**config.mk**
```make
export PLATFORM = sky130hd
export DESIGN_NAME = knightTour
export DESIGN_NICKNAME = d
export VERILOG_FILES = /design/src/knightCmdPkg.sv /design/src/knightDrivePkg.sv /design/src/cmdProc.sv /design/src/knightTour.sv /design/src/remoteLink.sv /design/src/uartRx.sv /design/src/uartTx.sv
export VERILOG_INCLUDE_DIRS = /design/src
export SDC_FILE = /design/constraint.sdc
export NUM_CORES = 1
export LEC_CHECK = 0
export ABC_AREA = 1
export BUFFER_PORTS_ARGS = -buffer_cell sky130_fd_sc_hd__clkbuf_2
export CORE_MARGIN = 2
export CORE_UTILIZATION = 50
export DETAILED_ROUTE_END_ITERATION = 10
export GPL_TIMING_DRIVEN = 0
export PLACE_DENSITY = 0.77
export SETUP_SLACK_MARGIN = 0.5
export SYNTH_ARGS = -nofsm -noshare
export SYNTH_HDL_FRONTEND = slang
export SYNTH_HIERARCHICAL = 1
export SYNTH_SLANG_ARGS = --single-unit
```
**constraint.sdc**
```tcl
create_clock -name clk -period 1.9 [get_ports clk]
set_input_delay 0.38 -clock clk [delete_from_list [all_inputs] [get_ports clk]]
set_output_delay 0.38 -clock clk [all_outputs]
set_load 0.03 [all_outputs]
```
**src/knight_settings.svh**
```systemverilog
`ifndef KNIGHT_SETTINGS_SVH
`define KNIGHT_SETTINGS_SVH

//////////////////////////////
// UART timing
//////////////////////////////

// Clock cycles per UART bit
// Small value for simulation; scale up for a real baud rate
`define KNIGHT_BAUD_DIV 16

//////////////////////////////
// Motion timing
//////////////////////////////

// Gyro calibration length in clock cycles
`define KNIGHT_CAL_CYCLES 200

// Cycles the heading is held before driving forward
`define KNIGHT_SETTLE_CYCLES 50

`endif

```
**src/knightCmdPkg.sv**
```systemverilog
`default_nettype none

package knightCmdPkg;

  //////////////////////////////
  // Remote opcodes
  //////////////////////////////

  // Upper nibble of the 16-bit host command
  // Codes not listed here are answered with a negative acknowledge
  typedef enum logic [3:0] {
    CAL_GYRO = 4'h2,
    MOVE     = 4'h4
  } knightOp_e;

  //////////////////////////////
  // Command word
  //////////////////////////////

  // High byte arrives first, so opcode sits in the top bits
  // Heading: 0x00 north, 0x3F west, 0x7F south, 0xBF east
  typedef struct packed {
    knightOp_e   opcode;
    logic [7:0]  heading;
    logic [3:0]  squares;
  } knightCmd_t;

  //////////////////////////////
  // Response byte
  //////////////////////////////

  // One byte returned per command
  typedef enum logic [7:0] {
    POS_ACK = 8'hA5,
    NEG_ACK = 8'h5A
  } knightResp_e;

endpackage

`default_nettype wire

```
**src/knightDrivePkg.sv**
```systemverilog
`default_nettype none

package knightDrivePkg;

  //////////////////////////////
  // Drive request
  //////////////////////////////

  // Stands in for the motor side
  // Heading to hold, and whether to drive forward
  typedef struct packed {
    logic [7:0] heading;
    logic       moving;
  } driveReq_t;

  //////////////////////////////
  // Controller states
  //////////////////////////////

  typedef enum logic [2:0] {
    IDLE,
    CALIBRATE,
    SETTLE,
    DRIVE,
    RESPOND
  } procState_e;

endpackage

`default_nettype wire

```
**src/cmdProc.sv**
```systemverilog
`timescale 1ns/100ps
`default_nettype none
`include "knight_settings.svh"

module cmdProc (
  input  logic                      clk,
  input  logic                      rstN,
  input  knightCmdPkg::knightCmd_t  cmd,
  input  logic                      cmdRdy,
  input  logic                      lineCross,
  output knightDrivePkg::driveReq_t driveReq,
  output logic                      calibrating,
  output knightCmdPkg::knightResp_e respByte,
  output logic                      respSend
);

  // Timer reloads, counting down to zero inclusive
  localparam logic [15:0] calLoad    = 16'(`KNIGHT_CAL_CYCLES - 1);
  localparam logic [15:0] settleLoad = 16'(`KNIGHT_SETTLE_CYCLES - 1);

  knightDrivePkg::procState_e state;
  logic [15:0]                timer;
  logic [3:0]                 squaresLeft;
  logic [7:0]                 heading;

  //////////////////////////////
  // Control FSM
  //////////////////////////////

  always_ff @(posedge clk or negedge rstN) begin
    if (!rstN) begin
      state       <= knightDrivePkg::IDLE;
      timer       <= '0;
      squaresLeft <= '0;
      heading     <= 8'h00;
      respByte    <= knightCmdPkg::POS_ACK;
    end else begin
      case (state)
        knightDrivePkg::IDLE: begin
          // Commands only land here, anything else is dropped
          if (cmdRdy) begin
            case (cmd.opcode)
              knightCmdPkg::CAL_GYRO: begin
                state    <= knightDrivePkg::CALIBRATE;
                timer    <= calLoad;
                respByte <= knightCmdPkg::POS_ACK;
              end
              knightCmdPkg::MOVE: begin
                // New heading is presented right away
                state       <= knightDrivePkg::SETTLE;
                timer       <= settleLoad;
                heading     <= cmd.heading;
                squaresLeft <= cmd.squares;
                respByte    <= knightCmdPkg::POS_ACK;
              end
              default: begin
                state    <= knightDrivePkg::RESPOND;
                respByte <= knightCmdPkg::NEG_ACK;
              end
            endcase
          end
        end

        knightDrivePkg::CALIBRATE: begin
          timer <= timer - 16'd1;
          if (timer == '0)
            state <= knightDrivePkg::RESPOND;
        end

        knightDrivePkg::SETTLE: begin
          timer <= timer - 16'd1;
          // Zero squares means heading change only
          if (timer == '0)
            state <= (squaresLeft == '0) ? knightDrivePkg::RESPOND
                                         : knightDrivePkg::DRIVE;
        end

        knightDrivePkg::DRIVE: begin
          // One strobe per board line crossed
          if (lineCross) begin
            squaresLeft <= squaresLeft - 4'd1;
            if (squaresLeft == 4'd1)
              state <= knightDrivePkg::RESPOND;
          end
        end

        default: begin
          // RESPOND lasts exactly one cycle
          state <= knightDrivePkg::IDLE;
        end
      endcase
    end
  end

  //////////////////////////////
  // Outputs
  //////////////////////////////

  // Decoded straight from the state so edges line up with transitions
  always_comb begin
    driveReq.heading = heading;
    driveReq.moving  = (state == knightDrivePkg::DRIVE);
  end

  assign calibrating = (state == knightDrivePkg::CALIBRATE);
  assign respSend    = (state == knightDrivePkg::RESPOND);

endmodule

`default_nettype wire

```
**src/knightTour.sv**
```systemverilog
`timescale 1ns/100ps
`default_nettype none

module knightTour (
  input  logic                      clk,
  input  logic                      rstN,
  input  logic                      rx,
  output logic                      tx,
  input  logic                      lineCross,
  output knightDrivePkg::driveReq_t driveReq,
  output logic                      calibrating
);

  // Serial side
  logic [7:0] rxByte, txByte;
  logic       rxByteRdy, txStart, txBusy;

  // Command side
  knightCmdPkg::knightCmd_t  cmd;
  logic                      cmdRdy;
  knightCmdPkg::knightResp_e respByte;
  logic                      respSend;

  //////////////////////////////
  // Host link
  //////////////////////////////

  uartRx iRx (.clk(clk), .rstN(rstN), .rx(rx), .rxByte(rxByte), .rxByteRdy(rxByteRdy));

  uartTx iTx (.clk(clk), .rstN(rstN), .txStart(txStart), .txByte(txByte),
              .tx(tx), .txBusy(txBusy));

  remoteLink iLink (.clk(clk), .rstN(rstN), .rxByte(rxByte), .rxByteRdy(rxByteRdy),
                    .cmd(cmd), .cmdRdy(cmdRdy), .respByte(respByte), .respSend(respSend),
                    .txByte(txByte), .txStart(txStart), .txBusy(txBusy));

  //////////////////////////////
  // Command processor
  //////////////////////////////

  cmdProc iProc (.clk(clk), .rstN(rstN), .cmd(cmd), .cmdRdy(cmdRdy),
                 .lineCross(lineCross), .driveReq(driveReq), .calibrating(calibrating),
                 .respByte(respByte), .respSend(respSend));

endmodule

`default_nettype wire

```
**src/remoteLink.sv**
```systemverilog
`timescale 1ns/100ps
`default_nettype none

module remoteLink (
  input  logic                      clk,
  input  logic                      rstN,
  input  logic [7:0]                rxByte,
  input  logic                      rxByteRdy,
  output knightCmdPkg::knightCmd_t  cmd,
  output logic                      cmdRdy,
  input  knightCmdPkg::knightResp_e respByte,
  input  logic                      respSend,
  output logic [7:0]                txByte,
  output logic                      txStart,
  input  logic                      txBusy
);

  logic [7:0] highByte;
  logic       expectLow;

  //////////////////////////////
  // Command assembly
  //////////////////////////////

  // expectLow tracks which half comes next; reset waits for the high byte
  always_ff @(posedge clk or negedge rstN) begin
    if (!rstN) begin
      expectLow <= 1'b0;
      cmdRdy    <= 1'b0;
    end else begin
      cmdRdy <= rxByteRdy && expectLow;
      if (rxByteRdy)
        expectLow <= !expectLow;
    end
  end

  // Payload registers
  always_ff @(posedge clk) begin
    if (rxByteRdy && !expectLow)
      highByte <= rxByte;
    if (rxByteRdy && expectLow)
      cmd <= knightCmdPkg::knightCmd_t'({highByte, rxByte});
  end

  //////////////////////////////
  // Response path
  //////////////////////////////

  // Busy covers the frame; txStart covers the cycle before busy rises
  always_ff @(posedge clk or negedge rstN) begin
    if (!rstN)
      txStart <= 1'b0;
    else
      txStart <= respSend && !txBusy && !txStart;
  end

  always_ff @(posedge clk)
    if (respSend)
      txByte <= respByte;

endmodule

`default_nettype wire

```
**src/uartRx.sv**
```systemverilog
`timescale 1ns/100ps
`default_nettype none
`include "knight_settings.svh"

module uartRx (
  input  logic       clk,
  input  logic       rstN,
  input  logic       rx,
  output logic [7:0] rxByte,
  output logic       rxByteRdy
);

  // Reload values for the bit timer
  localparam logic [7:0] bitLoad  = 8'(`KNIGHT_BAUD_DIV - 1);
  localparam logic [7:0] halfLoad = 8'(`KNIGHT_BAUD_DIV / 2 - 1);

  typedef enum logic [1:0] {RX_IDLE, RX_START, RX_DATA, RX_STOP} rxState_e;

  rxState_e   state;
  logic       rxMeta, rxSync, rxPrev;
  logic [7:0] baudCnt;
  logic [2:0] bitCnt;
  logic [7:0] shiftReg;

  // Two-flop synchronizer plus one flop for edge detect
  // Line idles high, so all three reset to one
  always_ff @(posedge clk or negedge rstN) begin
    if (!rstN) begin
      rxMeta <= 1'b1;
      rxSync <= 1'b1;
      rxPrev <= 1'b1;
    end else begin
      rxMeta <= rx;
      rxSync <= rxMeta;
      rxPrev <= rxSync;
    end
  end

  // Frame FSM, sampling at mid-bit when baudCnt hits zero
  always_ff @(posedge clk or negedge rstN) begin
    if (!rstN) begin
      state     <= RX_IDLE;
      baudCnt   <= '0;
      bitCnt    <= '0;
      rxByteRdy <= 1'b0;
    end else begin
      rxByteRdy <= 1'b0;
      if (state != RX_IDLE)
        baudCnt <= baudCnt - 8'd1;
      case (state)
        RX_IDLE: if (rxPrev && !rxSync) begin
          // Falling start edge, aim for the middle of the start bit
          state   <= RX_START;
          baudCnt <= halfLoad;
        end
        RX_START: if (baudCnt == '0) begin
          // Start bit gone high again means a glitch
          state   <= rxSync ? RX_IDLE : RX_DATA;
          baudCnt <= bitLoad;
          bitCnt  <= '0;
        end
        RX_DATA: if (baudCnt == '0) begin
          baudCnt <= bitLoad;
          bitCnt  <= bitCnt + 3'd1;
          if (bitCnt == 3'd7)
            state <= RX_STOP;
        end
        default: if (baudCnt == '0) begin
          // Bad stop bit drops the whole frame
          rxByteRdy <= rxSync;
          state     <= RX_IDLE;
        end
      endcase
    end
  end

  // Data bits arrive LSB first
  always_ff @(posedge clk)
    if (state == RX_DATA && baudCnt == '0)
      shiftReg <= {rxSync, shiftReg[7:1]};

  assign rxByte = shiftReg;

endmodule

`default_nettype wire

```
**src/uartTx.sv**
```systemverilog
`timescale 1ns/100ps
`default_nettype none
`include "knight_settings.svh"

module uartTx (
  input  logic       clk,
  input  logic       rstN,
  input  logic       txStart,
  input  logic [7:0] txByte,
  output logic       tx,
  output logic       txBusy
);

  localparam logic [7:0] bitLoad = 8'(`KNIGHT_BAUD_DIV - 1);

  logic [9:0] frame;
  logic [7:0] baudCnt;
  logic [3:0] bitCnt;

  //////////////////////////////
  // Frame shifter
  //////////////////////////////

  // Frame is stop, data, start with the start bit in bit 0
  // Shifting in ones leaves the line idle high
  always_ff @(posedge clk or negedge rstN) begin
    if (!rstN) begin
      frame   <= '1;
      baudCnt <= '0;
      bitCnt  <= '0;
      txBusy  <= 1'b0;
    end else if (txStart && !txBusy) begin
      frame   <= {1'b1, txByte, 1'b0};
      baudCnt <= bitLoad;
      bitCnt  <= '0;
      txBusy  <= 1'b1;
    end else if (txBusy) begin
      if (baudCnt != '0) begin
        baudCnt <= baudCnt - 8'd1;
      end else if (bitCnt == 4'd9) begin
        // End of stop bit
        txBusy <= 1'b0;
      end else begin
        frame   <= {1'b1, frame[9:1]};
        baudCnt <= bitLoad;
        bitCnt  <= bitCnt + 4'd1;
      end
    end
  end

  // Line straight from the shifter, no extra stage
  assign tx = frame[0];

endmodule

`default_nettype wire
```
==> flow_summary.toml, run 1 <==
[worst_setup_path]
crit_path_frequent_cell = "nor2_4"
crit_chain = "inv_1 -> ha_2 -> nand2_2 -> nor2_4 -> nor2_4 -> nand2_8 -> buf_8 -> nand2_4 -> o21ai_2"
cp_max_fo = 6
reg2reg_depth = 9
slowest_stage = "dfrtp_1"
max_stage_delay_ns = 0.41
r2r_end = "iTx/bitCnt[0]"
ff2ff_setup_slack_ns = 0.27
startpoint = "iTx/bitCnt[1]"
reg2reg_from = "iTx/bitCnt[1]"
path_buf_inv = 2
crit_type = "flop to flop"
start_kind = "flop"
crit_path_end_kind = "flop"
crit_cells = 9
critical_path_required_ns = 2.23
cpLargestDelayFamily = "simple AND/OR/NAND/NOR gates"
arrival_ns = 1.96

[drt]
wl_per_cell_um = 16.5
drc = 0
vias = 4703
first_iter_violations = 326
routed_via_density = 5.37
drt_first_pass_iters = 5
final_antenna_net_count = 0
wl_um = 14400

[timing]
min_period_ns = 1.63
worstMarginPinSlew_ns = 0.678
setup_viol = 0
fin_setup_tns_ns = 0
finClkSkew_ns = 0.00613
relSlewSlack_pct = 54.7
hold_viol = 0
timing.final.crit_share_pct = 85.8
slew_viol_final = 0
timing.fmax_mhz = 613
rsz0062_at_grt = "yes"

[logic_synthesis]
synth_nets = 650
synthFlopType = "dfrtp_1"
synth_seq_cells = 115
avgSynthCellArea_sq_um = 9.18
synth_most_common_cell = "nand2_1"
synth_top_cells_by_count = "nand2_1, inv_1, nand3_1, dfrtp_1, nor2_1"
synth_top_area_share_pct = 26.8
synth_cells = 630
synth_edf_count = 40
ys_seq_area_share_pct = 53.5
yosysUniqueCellTypes = 39
synth_area_sq_um = 5780
yosysWarningCount = 6
synthTopCellsByArea = "dfrtp_1, edfxtp_1, nand2_1"
async_reset_ff_share_pct = 65.2
synth_largest_area_cell = "dfrtp_1"

[die]
chipHeight_um = 112
pin_count = 15
core_area_sq_um = 11400
die-area_sq_um = 12400
die_w_um = 112
placementRows = 39
start_util_pct = 50.9

[cells_and_area]
drive_gt1_share_pct = 37.8
stdcell_count = 875
final-seq-area_sq_um = 3100
multi_input_area_sq_um = 2710
fill_cells = 767
nNetsFinal = 739
final_area_sq_um = 7690
area_delta_synth_final_pct = 33.0
diodes = 0

[place]
post_dp_cell_area_sq_um = 6080
dpl.hpwl_um = 7450
portBuffers = 14
placedCellCount = 788
gp_congestion = 0.862

[power_and_ir_drop]
ir_drop_uv = 968
p_leak_nw = 3.63
power.density_nw_per_um2 = 1590

[min_path]
hold_class = "input pin to flop"
worstHoldStart = "rx"
hold_path_depth = 1
hold_end = "iRx/rxMeta"

[global_routing]
grt_max_degree = 50
grt_pass1_vias = 4587
antenna_found_initial = 0
grt_pass1_wl_um = 21300
grt_usage_pct = 21.2
grt-ovfl-total = 0

[clocking]
clkSinkCount = 115
cts_tree = "done"
cts_buffers = 17
cts_max_level = 4
insertion_delay_ns = 0.41
cts.root.buffer_cell = "clkbuf_16"
cts.path.max_buffers = 2
clkTransAtPathRegs_ns = 0.06

[job]
drv_cap = 0

[outcome]
status = "completed"
flip-flops by register name (all words and copies together), names as in the netlist:
name	flops
iLink/cmd	16
iProc/timer	16
iTx/frame	9
iLink/highByte	8
iLink/txByte	8
iProc/heading	8
iRx/baudCnt	8
iRx/rxByte	8
iTx/baudCnt	8
iProc/squaresLeft	4
iTx/bitCnt	4
iProc/state	3
iRx/bitCnt	3
iProc/respByte	2
iRx/state	2
iLink/cmdRdy	1
iLink/expectLow	1
iLink/txStart	1
iRx/rxByteRdy	1
iRx/rxMeta	1
iRx/rxPrev	1
iRx/rxSync	1
iTx/txBusy	1
stage by stage:
step	util (%)	hold WS (ns)	power, mW	setup slack, ns
global placement	53.2	0.347	7.05	-0.255
detailed placement	53.4	0.347	7.26	0.338
CTS	62.2	0.0341	10.9	0.306
finish	67.6	0.0472	12.3	0.269
global route	67.6	0.0394	13.0	0.199
floorplan	-	0.0844	6.48	0.510
cell families after synthesis:
family | synth area share [%]
AO/OA/AOI/OAI | 5.86
multiplexers | 1.04
adder cells (fa/ha/maj) | 3.46
buffers and inverters | 7.31
AND/OR/NAND/NOR | 27.6
flip-flops | 53.5
XOR/XNOR | 1.21
area by class of cell:
type,instances,share of cell area [%]
clock buffer,17,5.53
tap,143,2.33
multi-input combinational,423,35.3
timing repair inverter,1,0.114
sequential,115,40.3
buffer,15,2.13
clock inverter,15,1.76
timing repair buffer,68,8.31
inverter,78,4.23
layout by cell type (no fill, tap or decap), types with 3 or more instances in the layout:
| master | netlist | final |
|---|---|---|
| clkbuf_16 | 0 | 19 |
| nand2_1 | 167 | 142 |
| inv_4 | 0 | 6 |
| ha_2 | 0 | 4 |
| inv_2 | 9 | 19 |
| nand3_4 | 1 | 5 |
| dfrtp_2 | 0 | 5 |
| nor2_1 | 57 | 41 |
| buf_16 | 0 | 3 |
| nand3_2 | 3 | 5 |
| o21ai_2 | 10 | 14 |
| clkbuf_2 | 0 | 9 |
| edfxtp_1 | 40 | 40 |
| nor2_4 | 8 | 20 |
| mux2i_1 | 6 | 6 |
| inv_6 | 0 | 9 |
| inv_8 | 1 | 3 |
| o21ai_0 | 20 | 18 |
| o21ai_1 | 9 | 7 |
| buf_4 | 6 | 45 |
| nand2_2 | 11 | 18 |
| buf_8 | 0 | 7 |
| xor2_1 | 8 | 8 |
| ha_4 | 0 | 5 |
| nor2_2 | 7 | 12 |
| inv_1 | 66 | 51 |
| nand4_1 | 8 | 8 |
| nand3_1 | 66 | 60 |
| dfrtp_1 | 62 | 57 |
| clkinvlp_4 | 0 | 3 |
| dfstp_2 | 13 | 13 |
| ha_1 | 16 | 7 |
| buf_6 | 5 | 12 |
| nand2_4 | 7 | 23 |
worst max-delay path by stage:
stage	endpoint
after floorplan	iTx/bitCnt[0]
after global placement	iRx/state[1]
after CTS	calibrating
after detailed placement	iTx/bitCnt[0]
after global routing	iTx/bitCnt[0]
final	iTx/bitCnt[0]
power by group:
part	total, mW	switching, mW	internal, mW
clock network	3.00	1.28	1.72
logic	5.56	3.24	2.33
registers	3.69	0.565	3.13
total	12.3	5.08	7.18
metal layers:
metal,part of all wire [%],global-route usage (%)
met1,38,24.5
met2,55,37.8
met3,4.0,5.33
met4,2.7,8.40
met5,0,0
what timing repair did:
action,CTS,global route
cloned,3,4
pin swaps,13,42
buffers inserted,25,22
resized for setup,54,118
hold buffers,1,0
hold endpoints to repair,18,0
setup endpoints to repair,78,88
(Power assumes the default switching activity.)
==> inputs of run 2 (changes only) <==
PLACE_DENSITY = 0.67   (was 0.77)
==> run 2 against run 1 <==
Routed wire length is 15% lower. Sequential cell count stayed put. Sequential share of layout area is 0.80 points higher. Utilization is 1.3 points lower. Final cell count is 1.0% lower. Combinational power is 6.7% lower. Highest routed layer unchanged.
==> flow_summary.toml, run 2 (same netlist as run 1, synthesis figures left out) <==
[power_and_ir_drop]
p_leak_nw = 3.58
p_total_mw = 12.1
ir_drop_uv = 1010
power.density_nw_per_um2 = 1600

[worst_setup_path]
start_kind = "flop"
cp_max_fo = 4
max_stage_delay_ns = 0.45
crit_path_end_kind = "primary output"
crit_type = "flop to primary output"
critical_path_required_ns = 1.52
slowest_stage = "dfrtp_2"
crit_chain = "inv_2 -> nand3_4 -> inv_2 -> buf_8"
arrival_ns = 1.23
crit_path_frequent_cell = "inv_2"

[die]
die_w_um = 112
die-area_sq_um = 12400
start_util_pct = 50.9
chipHeight_um = 112
placementRows = 39
core_area_sq_um = 11400
pin_count = 15

[timing]
relSlewSlack_pct = 57.9
setup_viol = 0
worstMarginPinSlew_ns = 0.630
worst_slack_ns = 0.292
min_period_ns = 1.61
timing.fmax_mhz = 622
hold_viol = 0
finClkSkew_ns = 0.00865
holdWs_ns = 0.0391
timing.final.crit_share_pct = 84.6
slew_viol_final = 0
rsz0062_at_grt = "yes"

[clocking]
clkTransAtPathRegs_ns = 0.06
cts.path.max_buffers = 2
cts.root.buffer_cell = "clkbuf_16"
cts_max_level = 4
clkSinkCount = 115
cts_tree = "done"
cts_buffers = 17
insertion_delay_ns = 0.42

[outcome]
status = "completed"

[drt]
final_antenna_net_count = 0
drt_first_pass_iters = 5
vias = 4466
drc = 0
routed_via_density = 5.16
first_iter_violations = 244
wl_um = 12200
wl_per_cell_um = 14.1

[cells_and_area]
layout_common_cells = "nand2_1, nand3_1, dfrtp_1"
drive_gt1_share_pct = 34.7
final_common_cell = "nand2_1"
final_area_sq_um = 7540
nNetsFinal = 730
area_delta_synth_final_pct = 30.5
fill_cells = 845
diodes = 0
reg_top3 = "iLink/cmd: 16 flops, iProc/timer: 16 flops, iTx/frame: 9 flops"
utilization_pct = 66.4

[min_path]
hold_class = "input pin to flop"

[place]
portBuffers = 14
dp_slack_ns = 0.331
gp_congestion = 0.825
post_dp_cell_area_sq_um = 6080
dpl.hpwl_um = 7000

[global_routing]
grt_max_degree = 64
antenna_found_initial = 0
grt_usage_pct = 19.5
grt_pass1_wl_um = 19400
grt_pass1_vias = 4260
grt-ovfl-total = 0

[job]
drv_cap = 0
## run 2: final cells by class
cell class,count,area (sq um),area share (%)
buffer,15,158,2.09
clock buffer,17,425,5.64
clock inverter,15,183,2.42
inverter,78,318,4.21
multi-input combinational,423,2630,34.8
sequential,115,3100,41.1
tap,143,179,2.37
timing repair buffer,60,556,7.36
## run 2: worst paths after layout
| path | cells after the start | start | slack [ns] | to |
|---|---|---|---|---|
| worst min register to register | 0 | iRx/rxMeta | 0.36 | iRx/rxSync |
| worst max-delay path | 4 | iProc/state[1] | 0.29 | calibrating |
| min in group asynchronous | 2 | rstN | 0.39 | iLink/cmdRdy |
| max in group asynchronous | 3 | rstN | 0.88 | iRx/rxMeta |
| worst min-delay path | 1 | rx | 0.04 | iRx/rxMeta |
| worst max register to register | 9 | iProc/state[0] | 0.34 | iProc/state[0] |
## run 2: timing repair
action | 4_1_cts | 5_1_grt
pin swaps | 5 | 28
buffers inserted | 21 | 19
resized for setup | 60 | 79
hold buffers | 1 | 0
gates cloned | 2 | 3
endpoints found under the setup margin | 79 | 87
hold endpoints to repair | 8 | 0
## run 2: metal layers
layer  share of wire [%]  GRT usage (%)
met1                  44           24.2
met3                 3.5           5.33
met2                  51           32.3
met5                   0              0
met4                 1.7           8.48
## run 2: stage by stage
stage          setup TNS (ns)  instances
3_5_place_dp                0        788
6_report                    0        866
4_1_cts                     0        844
5_1_grt                     0        866
3_3_place_gp           -17.15        787
2_1_floorplan               0        630
## run 2: worst max-delay path: cells and delay by family (launching register included)
family        cells  cell delay [ns]
simple gates      1             0.08
buf+inv           3             0.28
flops             1             0.45
## run 2: power by group
part | total (mW) | switching (mW) | internal, mW
sequential | 3.64 | 0.510 | 3.13
combinational | 5.19 | 2.97 | 2.21
clock | 3.27 | 1.28 | 1.99
